$ cat config.mk
export PLATFORM = sky130hd
export DESIGN_NAME = calc_top
export DESIGN_NICKNAME = d
export VERILOG_FILES = /design/src/hdl/calc_pkg.sv /design/src/hdl/wb_pkg.sv /design/src/hdl/digit_entry.sv /design/src/hdl/job_queue.sv /design/src/hdl/add_sub_unit.sv /design/src/hdl/shift_add_mult.sv /design/src/hdl/calc_engine.sv /design/src/hdl/calc_top.sv
export SDC_FILE = /design/constraint.sdc
export NUM_CORES = 1
export LEC_CHECK = 0
export ABC_CLOCK_PERIOD_IN_PS = 4300
export BUFFER_PORTS_ARGS = -buffer_cell sky130_fd_sc_hd__buf_2
export CAP_MARGIN = 5
export CORE_AREA = 2 2 210 212
export CTS_CLUSTER_DIAMETER = 30
export DETAILED_ROUTE_END_ITERATION = 10
export DIE_AREA = 0 0 212 214
export SLEW_MARGIN = 20
export SYNTH_ARGS = -nofsm -noshare
export SYNTH_HDL_FRONTEND = slang
export SYNTH_SLANG_ARGS = --single-unit
export TNS_END_PERCENT = 5
$ cat constraint.sdc
create_clock -name clk -period 4.3 [get_ports clk]
set_input_delay 0.86 -clock clk [delete_from_list [all_inputs] [get_ports clk]]
set_output_delay 0.86 -clock clk [all_outputs]
set_load 0.005 [all_outputs]
$ cat src/hdl/calc_pkg.sv
package calc_pkg;

    // Operand and result width, results wrap modulo 2^OPERAND_W
    localparam int OPERAND_W = 16;

    // Keypad code width
    localparam int KEY_W = 4;

    // One-hot operator code
    typedef logic [2:0] op_t;

    localparam op_t OP_ADD = 3'b001;
    localparam op_t OP_SUB = 3'b010;
    localparam op_t OP_MUL = 3'b100;

    // Key codes 1..9 are the digits themselves
    localparam logic [KEY_W-1:0] KEY_NONE = 4'd0;
    localparam logic [KEY_W-1:0] KEY_ZERO = 4'd10;  // Highest valid code

    // One queued calculation, 35 bits
    typedef struct packed {
        op_t                  op;
        logic [OPERAND_W-1:0] a;
        logic [OPERAND_W-1:0] b;
    } calc_job_t;

endpackage

$ cat src/hdl/wb_pkg.sv
package wb_pkg;

    // Wishbone classic cycle control, driven by the master.
    // Data and ack are kept beside it since their types differ per port.
    typedef struct packed {
        logic cyc;  // Bus cycle in progress
        logic stb;  // Valid transfer request
        logic we;   // Write when high, read when low
    } wb_ctl_t;

    // No cycle on the bus
    localparam wb_ctl_t WB_IDLE = '{cyc: 1'b0, stb: 1'b0, we: 1'b0};

endpackage

$ cat src/hdl/digit_entry.sv
`timescale 1ns/1ps

module digit_entry (
    input  logic                        clk,
    input  logic                        nRST,
    input  logic [calc_pkg::KEY_W-1:0]  keypad_input,
    input  calc_pkg::op_t               operator_input,
    input  logic                        equal_input,
    input  logic                        wr_ack,
    output wb_pkg::wb_ctl_t             wr_ctl,
    output calc_pkg::calc_job_t         wr_data
);
    import calc_pkg::*;
    import wb_pkg::*;

    typedef enum logic [1:0] {
        PH_FIRST,     // Entering operand a
        PH_SECOND,    // Entering operand b
        PH_WAIT_ACK   // Job offered to the queue
    } phase_t;

    phase_t               phase;
    logic [KEY_W-1:0]     prev_key;
    logic [OPERAND_W-1:0] opnd_a;
    logic [OPERAND_W-1:0] opnd_b;
    op_t                  op_q;
    logic                 key_press;
    logic                 op_valid;
    logic [OPERAND_W-1:0] digit;

    // Decimal shift in: 10*x + d, done as 8x + 2x + d
    function automatic logic [OPERAND_W-1:0] push_digit(
        input logic [OPERAND_W-1:0] x,
        input logic [OPERAND_W-1:0] d
    );
        return (x << 3) + (x << 1) + d;
    endfunction

    // Rising edge from no key to a valid digit code
    assign key_press = (prev_key == KEY_NONE) && (keypad_input != KEY_NONE)
                       && (keypad_input <= KEY_ZERO);
    assign digit     = (keypad_input == KEY_ZERO) ? '0 : OPERAND_W'(keypad_input);
    assign op_valid  = $onehot(operator_input);  // Exactly one operator bit

    always_ff @(posedge clk or negedge nRST) begin
        if (!nRST) begin
            phase    <= PH_FIRST;
            prev_key <= KEY_NONE;
            opnd_a   <= '0;
            opnd_b   <= '0;
            op_q     <= OP_ADD;
        end else begin
            prev_key <= keypad_input;
            case (phase)
                PH_FIRST: begin
                    if (key_press)
                        opnd_a <= push_digit(opnd_a, digit);
                    if (op_valid) begin
                        op_q  <= operator_input;
                        phase <= PH_SECOND;
                    end
                end
                PH_SECOND: begin
                    if (key_press)
                        opnd_b <= push_digit(opnd_b, digit);
                    if (equal_input)
                        phase <= PH_WAIT_ACK;
                end
                PH_WAIT_ACK: begin
                    if (wr_ack) begin  // Job taken, start over
                        phase  <= PH_FIRST;
                        opnd_a <= '0;
                        opnd_b <= '0;
                    end
                end
                default: phase <= PH_FIRST;
            endcase
        end
    end

    always_comb begin
        wr_ctl    = WB_IDLE;
        wr_ctl.we = 1'b1;  // Write-only master
        if (phase == PH_WAIT_ACK) begin
            wr_ctl.cyc = 1'b1;
            wr_ctl.stb = 1'b1;
        end
    end

    assign wr_data = '{op: op_q, a: opnd_a, b: opnd_b};

endmodule

$ cat src/hdl/job_queue.sv
`timescale 1ns/1ps

module job_queue #(
    parameter int  DEPTH     = 4,
    parameter type payload_t = logic [7:0]
) (
    input  logic            clk,
    input  logic            nRST,
    input  wb_pkg::wb_ctl_t wr_ctl,
    input  payload_t        wr_data,
    output logic            wr_ack,
    input  wb_pkg::wb_ctl_t rd_ctl,
    output payload_t        rd_data,
    output logic            rd_ack
);
    localparam int PTR_W = (DEPTH > 1) ? $clog2(DEPTH) : 1;
    localparam int CNT_W = $clog2(DEPTH + 1);

    payload_t         mem [DEPTH];
    logic [PTR_W-1:0] wr_ptr;
    logic [PTR_W-1:0] rd_ptr;
    logic [CNT_W-1:0] count;
    logic             full;
    logic             empty;
    logic             push;
    logic             pop;

    function automatic logic [PTR_W-1:0] next_ptr(input logic [PTR_W-1:0] p);
        return (p == PTR_W'(DEPTH - 1)) ? '0 : p + 1'b1;
    endfunction

    assign full  = (count == CNT_W'(DEPTH));
    assign empty = (count == '0);

    // Classic slave ack, raised in the same cycle as the strobe
    assign wr_ack = wr_ctl.cyc && wr_ctl.stb && wr_ctl.we && !full;
    assign rd_ack = rd_ctl.cyc && rd_ctl.stb && !rd_ctl.we && !empty;

    // Transfers complete at the edge where ack is high
    assign push = wr_ack;
    assign pop  = rd_ack;

    assign rd_data = mem[rd_ptr];  // Head entry, valid with rd_ack

    always_ff @(posedge clk) begin
        if (push)
            mem[wr_ptr] <= wr_data;
    end

    always_ff @(posedge clk or negedge nRST) begin
        if (!nRST) begin
            wr_ptr <= '0;
            rd_ptr <= '0;
            count  <= '0;
        end else begin
            if (push)
                wr_ptr <= next_ptr(wr_ptr);
            if (pop)
                rd_ptr <= next_ptr(rd_ptr);
            case ({push, pop})
                2'b10:   count <= count + 1'b1;
                2'b01:   count <= count - 1'b1;
                default: count <= count;  // Idle or push with pop
            endcase
        end
    end

endmodule

$ cat src/hdl/add_sub_unit.sv
`timescale 1ns/1ps

module add_sub_unit (
    input  logic                          clk,
    input  logic                          nRST,
    input  logic                          start,
    input  logic                          sub,
    input  logic [calc_pkg::OPERAND_W-1:0] a,
    input  logic [calc_pkg::OPERAND_W-1:0] b,
    output logic [calc_pkg::OPERAND_W-1:0] result,
    output logic                          finish
);

    // Result wraps naturally at the operand width
    always_ff @(posedge clk) begin
        if (start) begin
            if (sub)
                result <= a - b;
            else
                result <= a + b;
        end
    end

    // One-cycle finish, one edge after start
    always_ff @(posedge clk or negedge nRST) begin
        if (!nRST)
            finish <= 1'b0;
        else
            finish <= start;
    end

endmodule

$ cat src/hdl/shift_add_mult.sv
`timescale 1ns/1ps

module shift_add_mult (
    input  logic                          clk,
    input  logic                          nRST,
    input  logic                          start,
    input  logic [calc_pkg::OPERAND_W-1:0] a,
    input  logic [calc_pkg::OPERAND_W-1:0] b,
    output logic [calc_pkg::OPERAND_W-1:0] result,
    output logic                          finish
);
    import calc_pkg::*;

    localparam int CNT_W = $clog2(OPERAND_W);

    logic [OPERAND_W-1:0] mcand;   // Shifts left each step
    logic [OPERAND_W-1:0] mplier;  // Shifts right each step
    logic [OPERAND_W-1:0] acc;
    logic [CNT_W-1:0]     count;   // Multiplier bits consumed
    logic                 busy;

    // Datapath, bit 0 of b is folded into the start edge
    always_ff @(posedge clk) begin
        if (start) begin
            acc    <= b[0] ? a : '0;
            mcand  <= a << 1;
            mplier <= b >> 1;
        end else if (busy) begin
            if (mplier[0])
                acc <= acc + mcand;  // Low bits only, product wraps
            mcand  <= mcand << 1;
            mplier <= mplier >> 1;
        end
    end

    always_ff @(posedge clk or negedge nRST) begin
        if (!nRST) begin
            busy   <= 1'b0;
            count  <= '0;
            finish <= 1'b0;
        end else begin
            finish <= 1'b0;
            if (start) begin
                busy  <= 1'b1;
                count <= CNT_W'(1);
            end else if (busy) begin
                count <= count + 1'b1;
                if (count == CNT_W'(OPERAND_W - 1)) begin  // Last bit added
                    busy   <= 1'b0;
                    finish <= 1'b1;
                end
            end
        end
    end

    assign result = acc;

endmodule

$ cat src/hdl/calc_engine.sv
`timescale 1ns/1ps

module calc_engine (
    input  logic                          clk,
    input  logic                          nRST,
    input  calc_pkg::calc_job_t           rd_data,
    input  logic                          rd_ack,
    output wb_pkg::wb_ctl_t               rd_ctl,
    input  logic [calc_pkg::OPERAND_W-1:0] as_result,
    input  logic                          as_finish,
    input  logic [calc_pkg::OPERAND_W-1:0] mul_result,
    input  logic                          mul_finish,
    output logic                          as_start,
    output logic                          as_sub,
    output logic                          mul_start,
    output logic [calc_pkg::OPERAND_W-1:0] a,
    output logic [calc_pkg::OPERAND_W-1:0] b,
    output logic                          complete,
    output logic [calc_pkg::OPERAND_W-1:0] display_output
);
    import calc_pkg::*;
    import wb_pkg::*;

    typedef enum logic [1:0] {
        ST_FETCH,     // Reading a job from the queue
        ST_DISPATCH,  // Start pulse to one unit
        ST_WAIT,      // Unit busy
        ST_SHOW       // Complete pulse high
    } state_t;

    state_t               state;
    calc_job_t            job;
    logic                 is_mul;
    logic                 unit_finish;
    logic [OPERAND_W-1:0] unit_result;

    assign is_mul      = (job.op == OP_MUL);
    assign unit_finish = is_mul ? mul_finish : as_finish;
    assign unit_result = is_mul ? mul_result : as_result;

    // Job latched at the read edge
    always_ff @(posedge clk) begin
        if (state == ST_FETCH && rd_ack)
            job <= rd_data;
    end

    always_ff @(posedge clk or negedge nRST) begin
        if (!nRST) begin
            state          <= ST_FETCH;
            complete       <= 1'b0;
            display_output <= '0;
        end else begin
            complete <= 1'b0;
            case (state)
                ST_FETCH: begin
                    if (rd_ack)
                        state <= ST_DISPATCH;
                end
                ST_DISPATCH: state <= ST_WAIT;
                ST_WAIT: begin
                    if (unit_finish) begin
                        display_output <= unit_result;  // Held until next job
                        complete       <= 1'b1;
                        state          <= ST_SHOW;
                    end
                end
                ST_SHOW: state <= ST_FETCH;
                default: state <= ST_FETCH;
            endcase
        end
    end

    // Read master: strobe only while fetching, dropped after ack
    always_comb begin
        rd_ctl = WB_IDLE;
        if (state == ST_FETCH) begin
            rd_ctl.cyc = 1'b1;
            rd_ctl.stb = 1'b1;
        end
    end

    assign as_start  = (state == ST_DISPATCH) && !is_mul;
    assign mul_start = (state == ST_DISPATCH) && is_mul;
    assign as_sub    = (job.op == OP_SUB);
    assign a         = job.a;
    assign b         = job.b;

endmodule

$ cat src/hdl/calc_top.sv
`timescale 1ns/1ps

module calc_top #(
    parameter int QUEUE_DEPTH = 4
) (
    input  logic                          clk,
    input  logic                          nRST,
    input  logic [calc_pkg::KEY_W-1:0]     keypad_input,
    input  calc_pkg::op_t                 operator_input,
    input  logic                          equal_input,
    output logic                          complete,
    output logic [calc_pkg::OPERAND_W-1:0] display_output
);
    import calc_pkg::*;
    import wb_pkg::*;

    // Producer side of the queue
    wb_ctl_t              wr_ctl;
    calc_job_t            wr_data;
    logic                 wr_ack;

    // Consumer side of the queue
    wb_ctl_t              rd_ctl;
    calc_job_t            rd_data;
    logic                 rd_ack;

    // Engine to arithmetic units
    logic                 as_start;
    logic                 as_sub;
    logic                 as_finish;
    logic                 mul_start;
    logic                 mul_finish;
    logic [OPERAND_W-1:0] opnd_a;
    logic [OPERAND_W-1:0] opnd_b;
    logic [OPERAND_W-1:0] as_result;
    logic [OPERAND_W-1:0] mul_result;

    digit_entry u_entry (
        .clk            (clk),
        .nRST           (nRST),
        .keypad_input   (keypad_input),
        .operator_input (operator_input),
        .equal_input    (equal_input),
        .wr_ack         (wr_ack),
        .wr_ctl         (wr_ctl),
        .wr_data        (wr_data)
    );

    job_queue #(
        .DEPTH     (QUEUE_DEPTH),
        .payload_t (calc_job_t)
    ) u_queue (
        .clk     (clk),
        .nRST    (nRST),
        .wr_ctl  (wr_ctl),
        .wr_data (wr_data),
        .wr_ack  (wr_ack),
        .rd_ctl  (rd_ctl),
        .rd_data (rd_data),
        .rd_ack  (rd_ack)
    );

    calc_engine u_engine (
        .clk            (clk),
        .nRST           (nRST),
        .rd_data        (rd_data),
        .rd_ack         (rd_ack),
        .rd_ctl         (rd_ctl),
        .as_result      (as_result),
        .as_finish      (as_finish),
        .mul_result     (mul_result),
        .mul_finish     (mul_finish),
        .as_start       (as_start),
        .as_sub         (as_sub),
        .mul_start      (mul_start),
        .a              (opnd_a),
        .b              (opnd_b),
        .complete       (complete),
        .display_output (display_output)
    );

    add_sub_unit u_add_sub (
        .clk    (clk),
        .nRST   (nRST),
        .start  (as_start),
        .sub    (as_sub),
        .a      (opnd_a),
        .b      (opnd_b),
        .result (as_result),
        .finish (as_finish)
    );

    shift_add_mult u_mult (
        .clk    (clk),
        .nRST   (nRST),
        .start  (mul_start),
        .a      (opnd_a),
        .b      (opnd_b),
        .result (mul_result),
        .finish (mul_finish)
    );

endmodule

==> results.yml, run 1 <==
finish:
  antenna_cells: 0
  fillCellCount: 3887
  final_cells: 1854
  area_growth_pct: 22.7
  drive_above_1_share: 0.167
  fin_nets: 1324
floorplanning:
  start_util: 0.348
  core_um2: 42900
  die_y_um: 214
  io_pins: 27
  die_area_um2: 45400
  placementRows: 76
  fp.dieW_um: 212
synth:
  dominantRegCellSynth: "edfxtp_1"
  yosys_register_bits: 311
  synth_top_area_share: 0.477
  ys_top_cells_by_area: "edfxtp_1, dfrtp_1, ha_1, mux4_2, nand2_1"
  synth.distinct_cells: 57
  yosys.cell_count.top_type: "edfxtp_1"
  yosysSeqAreaShare: 0.601
  synth.avg_cell_area_um2: 13.2
  synth_fp_nets: 1244
  async_flop_share: 0.238
  yosys.area.top_type: "edfxtp_1"
  yosysWarningCount: 0
  yosys-top-cells-count: "edfxtp_1, nand2_1, ha_1"
  synth_edf_count: 237
  syn_inst: 1130
  syn_area_um2: 14900
routing:
  drt_pass1_iterations: 5
  drc: 0
  routed_wl_um: 30600
  avgViaCountPerCell: 4.88
  wire_per_inst_um: 16.5
  ant_nets: 0
  drt_iter0_drc: 583
  vias: 9053
global_routing:
  grt_max_degree: 52
  met2_usage: 0.213
  grt_util_met1: 0.194
  grt_use_met3: 0.0312
  grt_pass1_wl_um: 50000
  grt_pass1_vias: 9208
  grt-ovfl-total: 0
  antenna_found_initial: 0
  grtUsageTotal: 0.140
  gr-max-usage-layer: "met2"
timing:
  fin_worst_skew_ps: 23.2
  setup_viol: 0
  hold_viol: 0
  timing.final.crit_share: 0.807
  setup-tns-final_ps: 0
  whs_ps: 341
  worst_pin_slew_ps: 841
  layout_setup_ws_ps: 831
  slew_headroom: 0.439
  rsz0062_at_grt: "false"
  max_freq_ghz: 0.288
  slew_viol_final: 0
  period_minus_slack_ps: 3470
clock_network:
  clkSinkCount: 311
  htreeDepth: 3
  clk_latency_ps: 580
  cts_hold_buf: 0
  clock_path_buffers: 3
  clk_pin_slew_ps: 50
  post_cts_buffers: 0
  cts.repair.resized: 0
  cts_buffers: 72
  cts_tree: "done"
  clockRootBuffer: "clkbuf_16"
power_and_ir_drop:
  p_leak_uw: 0.00734
  ir_drop_v: 0.000539
  power_density_nw_per_um2: 911
  total_power_uw: 16700
min_path:
  hold_path.class: "in -> async"
place:
  place_congestion: 0.850
  placedCellCount: 1721
  io_buffers: 26
  pre_cts_ws_ps: 249
  dp_hpwl_um: 20500
setup_path:
  critPathTopFamily: "compound AO/OA/AOI/OAI gates"
  path_cells: "buf_2 > nor2_1 > a21boi_0 > xor2_1 > ha_1 > ha_1 > a211o_1 > a31oi_2 > o21ai_1 > a21o_1 > a311oi_1 > xnor2_1 > o31ai_1"
  crit_path_top_delay_cell: "a21boi_0"
  crit_top_cell: "ha_1"
  max_stage_delay_ps: 560
  cp_max_fo: 5
  required_ps: 4780
  crit_path_end_kind: "flop"
  cp-startpoint: "keypad_input[2]"
  crit_buf_inv: 1
  path_class: "in -> reg"
  cp.arrival_ps: 3950
  worstSetupStartpointType: "input port"
  r2r_start: "u_engine.b[5]"
run:
  cap_violations: 0
outcome:
  outcome: "complete, no violations"
-- cell families after synthesis --
logic type | share of synthesized area
muxes | 0.0678
xor gates and xnor gates | 0.0423
AOI/OAI and AO/OA | 0.0953
buffers and inverters | 0.0179
and+or+nand+nor | 0.0852
adders and majority gates | 0.0902
DFF | 0.601
-- through the flow --
step	utilization	instance area, µm²
2_1_floorplan	-	14900
3_3_place_gp	0.368	15800
3_5_place_dp	0.368	15800
4_1_cts	0.427	18300
5_1_grt	0.427	18300
6_report	0.427	18300
-- registers in the layout, indices dropped and copies added (netlist names), 4 cells and up --
register and count:
u_engine.a 16, u_mult.result 16, u_entry.opnd_a 16, u_mult.count 4, u_mult.mplier 15, u_add_sub.result 16
u_queue.mem 140, u_engine.display_output 16, u_mult.mcand 15, u_entry.opnd_b 16, u_engine.b 16, u_entry.prev_key 4
-- per-layer routing --
layer  share of wire  vias to the layer above
met2            0.45                      193
met4           0.032                        0
met5               0                        -
li1                -                     4406
met3           0.044                       63
met1            0.48                     4391
-- power by group --
part / internal, µW / total [µW] / leakage (µW) / switching [µW]
Combinational: 2520 / 5660 / 0.00301 / 3140
Clock: 3720 / 5490 / 0.00120 / 1770
Sequential: 4720 / 5510 / 0.00313 / 790
Total: 11000 / 16700 / 0.00734 / 5700
-- cells in the final DEF, fill, tap and decap left out, types with 13 or more instances in the layout --
cell type	n
clkbuf_16	73
nand3_1	19
a21oi_1	64
xnor2_1	42
nor2_1	58
nand2_1	145
ha_1	98
o21ai_0	59
a21o_1	30
mux2i_1	20
o31ai_1	13
edfxtp_1	237
inv_1	30
dfrtp_1	72
buf_4	21
buf_2	25
mux4_2	35
xor2_1	30
-- path summary, 6_finish.rpt --
| check | endpoint | cells after the start | slack [ps] |
|---|---|---|---|
| worst min register to register | u_entry.op_q[0] | 2 | 510 |
| worst max register to register | u_add_sub.result[15] | 12 | 850 |
| max in group asynchronous | u_entry.opnd_b[9] | 2 | 3120 |
| worst min-delay path | u_engine.display_output[7] | 1 | 340 |
| min in group clk | u_entry.prev_key[0] | 1 | 440 |
| worst max-delay path | u_entry.opnd_b[15] | 13 | 830 |
-- cell type report --
| class | instances | area, µm² | area share |
|---|---|---|---|
| clock inverter | 44 | 576 | 0.0315 |
| clock buffer | 89 | 1940 | 0.106 |
| timing repair buffer | 46 | 283 | 0.0155 |
| inverter | 30 | 113 | 0.00615 |
| multi-input combinational | 749 | 5690 | 0.311 |
| sequential | 311 | 8970 | 0.490 |
| tap | 585 | 732 | 0.0400 |
(Power assumes the default switching activity.)
==> run 2: changes to the inputs <==
--- a/config.mk
+++ b/config.mk
@@ -5,7 +5,7 @@
 export SDC_FILE = /design/constraint.sdc
 export NUM_CORES = 1
 export LEC_CHECK = 0
-export ABC_CLOCK_PERIOD_IN_PS = 4300
+export ABC_CLOCK_PERIOD_IN_PS = 2800
 export BUFFER_PORTS_ARGS = -buffer_cell sky130_fd_sc_hd__buf_2
 export CAP_MARGIN = 5
 export CORE_AREA = 2 2 210 212
==> constraint.sdc (replaced) <==
create_clock -name clk -period 2.8 [get_ports clk]
set_input_delay 0.56 -clock clk [delete_from_list [all_inputs] [get_ports clk]]
set_output_delay 0.56 -clock clk [all_outputs]
set_load 0.005 [all_outputs]
==> results.yml, run 2 (synthesized netlist as in run 1, its figures left out) <==
setup_path:
  critPathTopFamily: "compound AO/OA/AOI/OAI gates"
  path_cells: "nor4_2 > nand2b_1 > buf_4 > nor2_1 > a21oi_1 > xnor2_1 > buf_4 > ha_4 > a21o_1 > a21oi_1 > o21ai_2 > a211oi_2 > nor2_1"
  max_stage_delay_ps: 390
  crit_buf_inv: 2
  cp.arrival_ps: 3130
  cp_max_fo: 4
  crit_path_top_delay_cell: "edfxtp_1"
  worstSetupStartpointType: "flop"
  path_class: "reg -> reg"
  crit_path_end_kind: "flop"
  required_ps: 3100
timing:
  worst_pin_slew_ps: 885
  slew_headroom: 0.410
  hold_viol: 0
  setup-tns-final_ps: -50.8
  setup_viol: 3
  slew_viol_final: 0
  timing.final.crit_share: 1.01
  period_minus_slack_ps: 2830
  rsz0062_at_grt: "true"
  max_freq_ghz: 0.354
  layout_setup_ws_ps: -27.1
  fin_worst_skew_ps: 22.4
global_routing:
  grtUsageTotal: 0.145
  antenna_found_initial: 0
  grt_pass1_wl_um: 51700
  grt_max_degree: 60
  grt_pass1_vias: 9802
  grt-ovfl-total: 0
routing:
  wire_per_inst_um: 16.2
  wl_met2_um: 14700
  routed_wl_um: 31700
  met3_length_um: 1270
  drt_pass1_iterations: 4
  ant_nets: 0
  routed.top_layer: "met4"
  wl_met1_um: 14800
  vias: 9441
  avgViaCountPerCell: 4.84
  drc: 0
  drt_iter0_drc: 627
finish:
  final_common_cell: "edfxtp_1"
  fin_nets: 1424
  layout_common_cells: "edfxtp_1, nand2_1, buf_4, ha_1"
  drive_above_1_share: 0.264
  antenna_cells: 0
  largest-register: "u_queue.mem"
  final_util: 0.449
  area_growth_pct: 29.0
  largest_reg_flops: 140
  fin_area_um2: 19200
floorplanning:
  die_y_um: 214
  placementRows: 76
  die_area_um2: 45400
  core_um2: 42900
  fp.dieW_um: 212
  start_util: 0.348
  io_pins: 27
clock_network:
  clk_latency_ps: 560
  cts_buffers: 68
  clk_pin_slew_ps: 50
  clockRootBuffer: "clkbuf_16"
  htreeDepth: 3
  cts_tree: "done"
  cts_hold_buf: 0
  clock_path_buffers: 3
  clkSinkCount: 311
place:
  placed_area_um2: 16600
  dp_hpwl_um: 21400
  place_congestion: 0.851
  io_buffers: 26
outcome:
  outcome: "complete, but fails checks"
  violations: "negative setup slack"
min_path:
  hold_path.class: "in -> async"
power_and_ir_drop:
  ir_drop_v: 0.000852
  p_leak_uw: 0.00782
  power_density_nw_per_um2: 1430
run:
  cap_violations: 0
[run 2: metal layers]
metal,GRT usage,up-vias
met3,0.0299,63
met2,0.225,186
met4,0.0643,0
met5,0,-
met1,0.195,4576
li1,-,4616
[run 2: layout make-up]
type	count	area [µm²]
clock buffer	78	1830
clock inverter	48	526
fill	3852	23600
inverter	30	113
multi-input combinational	749	5940
sequential	311	8970
tap	585	732
timing repair buffer	150	1120
[run 2: what timing repair did]
action                                 4_1_cts  5_1_grt
resized for setup                           15       39
pin swaps                                   11       20
setup endpoints to repair                    7       14
endpoints found under the hold margin        0        0
setup buffers                                4        2
[run 2: per-stage QoR]
stage	total power, µW	setup WS, ps	cells	hold slack, ps
after global placement	18500	-387	1819	497
after global routing	29300	-181	1951	161
after CTS	27100	-10.8	1949	129
final	27400	-27.1	1951	104
after detailed placement	18700	-458	1819	510
after floorplan	14900	-134	1130	264
[run 2: path summary, 6_finish.rpt]
check / startpoint / cells after the start / slack, ps / end
min in group clk: keypad_input[3] / 2 / 230 / u_entry.prev_key[3]
worst min register to register: u_engine.display_output[15] / 2 / 510 / u_engine.display_output[15]
worst max register to register: u_engine.b[5] / 13 / -30 / u_add_sub.result[12]
worst min-delay path: nRST / 1 / 100 / u_mult.count[0]
max in group asynchronous: nRST / 2 / 2000 / u_engine.display_output[6]
worst max-delay path: u_engine.b[5] / 13 / -30 / u_add_sub.result[12]
[run 2: worst register-to-register path, stage by stage (launching register included)]
cell      delay, ps
edfxtp_1        390
nor4_2          360
nand2b_1        210
buf_4           180
nor2_1           90
a21oi_1          90
xnor2_1         140
buf_4           160
ha_4            210
a21o_1          160
a21oi_1         230
o21ai_2          90
a211oi_2        220
nor2_1           60
[run 2: where the power goes]
part           switching, µW  total, µW  internal, µW
Sequential              1080       8320          7240
Clock                   2620       8020          5400
Combinational           5680      11100          5410
==> run 3: changes to the inputs <==
--- a/config.mk
+++ b/config.mk
@@ -8,10 +8,13 @@
 export ABC_CLOCK_PERIOD_IN_PS = 2800
 export BUFFER_PORTS_ARGS = -buffer_cell sky130_fd_sc_hd__buf_2
 export CAP_MARGIN = 5
-export CORE_AREA = 2 2 210 212
+export CELL_PAD_IN_SITES_DETAIL_PLACEMENT = 0
+export CELL_PAD_IN_SITES_GLOBAL_PLACEMENT = 2
+export CORE_AREA = 2 2 308 219
 export CTS_CLUSTER_DIAMETER = 30
 export DETAILED_ROUTE_END_ITERATION = 10
-export DIE_AREA = 0 0 212 214
+export DIE_AREA = 0 0 310 221
+export PLACE_DENSITY_LB_ADDON = 0.1
 export SLEW_MARGIN = 20
 export SYNTH_ARGS = -nofsm -noshare
 export SYNTH_HDL_FRONTEND = slang
==> results.yml, run 3 (synthesized netlist as in run 1, its figures left out) <==
outcome:
  outcome: "complete, but fails checks"
  violations: "negative setup slack"
clock_network:
  clockRootBuffer: "clkbuf_16"
  clkSinkCount: 311
  clk_latency_ps: 600
  htreeDepth: 3
  clk_pin_slew_ps: 40
  cts_tree: "done"
  cts_hold_buf: 0
  clock_path_buffers: 3
  cts_buffers: 82
floorplanning:
  die_area_um2: 68500
  core_um2: 65600
  placementRows: 79
  die_y_um: 221
  io_pins: 27
  start_util: 0.227
  fp.dieW_um: 310
global_routing:
  gr-max-usage-layer: "met1"
  grt_pass1_vias: 10300
  antenna_found_initial: 2
  grtUsageTotal: 0.124
  grt_pass1_wl_um: 63500
  grt-ovfl-total: 0
  met2_usage: 0.173
  grt_util_met1: 0.183
  grt_max_degree: 45
  grt_use_met3: 0.0332
routing:
  routed_wl_um: 40800
  wire_per_inst_um: 17.6
  drt_pass1_iterations: 5
  avgViaCountPerCell: 4.14
  ant_nets: 0
  vias: 9584
  drt_iter0_drc: 391
  drc: 0
setup_path:
  cp_max_fo: 4
  path_class: "reg -> reg"
  crit_path_end_kind: "flop"
  worstSetupStartpointType: "flop"
  required_ps: 3130
  cp.arrival_ps: 3150
timing:
  rsz0062_at_grt: "true"
  fin_worst_skew_ps: 24.6
  setup_viol: 1
  slew_headroom: 0.474
  max_freq_ghz: 0.354
  hold_viol: 0
  layout_setup_ws_ps: -22.2
  slew_viol_final: 0
  setup-tns-final_ps: -22.2
  worst_pin_slew_ps: 785
  timing.final.crit_share: 1.01
  period_minus_slack_ps: 2820
finish:
  final_cells: 2316
  drive_above_1_share: 0.302
  final_common_cell: "edfxtp_1"
  largest_reg_flops: 140
  fin_nets: 1472
  fin_area_um2: 20600
  fillCellCount: 6718
  area_growth_pct: 37.9
  multi_input_comb_area_um2: 6010
  regArea_um2: 8970
  layout_common_cells: "edfxtp_1, buf_4, nand2_1, ha_1, clkbuf_16"
  largest-register: "u_queue.mem"
  antenna_cells: 0
place:
  pre_cts_ws_ps: -522
  placed_area_um2: 17200
  dp_hpwl_um: 28200
  place_congestion: 0.754
  io_buffers: 26
  placedCellCount: 2155
power_and_ir_drop:
  ir_drop_v: 0.000486
  p_leak_uw: 0.00831
  power_density_nw_per_um2: 1480
run:
  cap_violations: 0
min_path:
  hold_path.class: "in -> async"
==> run 3: changes by cell type in the layout (fill, tap and decap cells not counted), moves of 4 or more <==
cell and delta:
ha_4 -5, and3_2 +4, inv_6 -6, ha_1 +5
bufinv_16 +8, buf_4 +30, clkbuf_16 +12, and3_1 -4
==> run 3: worst paths after layout <==
| check | to | start | cells past startpoint | slack, ps |
|---|---|---|---|---|
| setup / recovery | u_add_sub.result[15] | u_engine.b[5] | 14 | -20 |
| hold / removal | u_mult.count[0] | nRST | 1 | 30 |
| setup reg to reg | u_add_sub.result[15] | u_engine.b[5] | 14 | -20 |
| hold reg to reg | u_entry.op_q[0] | u_entry.op_q[0] | 2 | 500 |
| max in group asynchronous | u_entry.opnd_b[10] | nRST | 2 | 2040 |
| min in group clk | u_entry.prev_key[3] | keypad_input[3] | 2 | 200 |
==> run 3: stage by stage <==
step / total power [µW] / hold slack [ps] / util
2_1_floorplan: 14900 / 264 / -
5_1_grt: 32600 / 57.1 / 0.314
6_report: 30400 / 31.3 / 0.314
4_1_cts: 30600 / 28.9 / 0.311
3_5_place_dp: 19800 / 501 / 0.263
3_3_place_gp: 19900 / 499 / 0.263
==> run 3: worst max-delay path: stages, from the launching register on <==
cell      delay (ps)
edfxtp_1         410
nor4_2           320
buf_4            180
nand2b_4          60
nor2_4           100
buf_6            130
a21oi_2           60
xnor2_1          130
ha_1             340
o21a_1           130
o21ai_2          160
o21bai_1         140
o311ai_2         120
a21oi_1          190
xnor2_1           80
==> run 3: power breakdown <==
part	internal [µW]	switching [µW]
registers	7250	1100
clock network	6940	2970
logic	5850	6320
total	20000	10400
==> run 3: cell type report <==
cell class | instances | area share
Sequential cell | 311 | 0.436
Multi-Input combinational cell | 749 | 0.292
Clock buffer | 95 | 0.106
Timing Repair Buffer | 184 | 0.0691
Tap cell | 891 | 0.0542
Clock inverter | 56 | 0.0377
Inverter | 30 | 0.00547
==> run 3: what timing repair did <==
item / 4_1_cts / 5_1_grt
buffers inserted: 7 / 4
resized for setup: 50 / 26
pin swaps: 30 / 30
endpoints found under the setup margin: 9 / 15
endpoints found under the hold margin: 0 / 0
==> run 3: per-layer routing <==
layer  up-vias  wire length, µm
met2       150            17000
met5         -                0
met1      4647            21200
met3        74             1760
met4         0              812
li1       4713                -
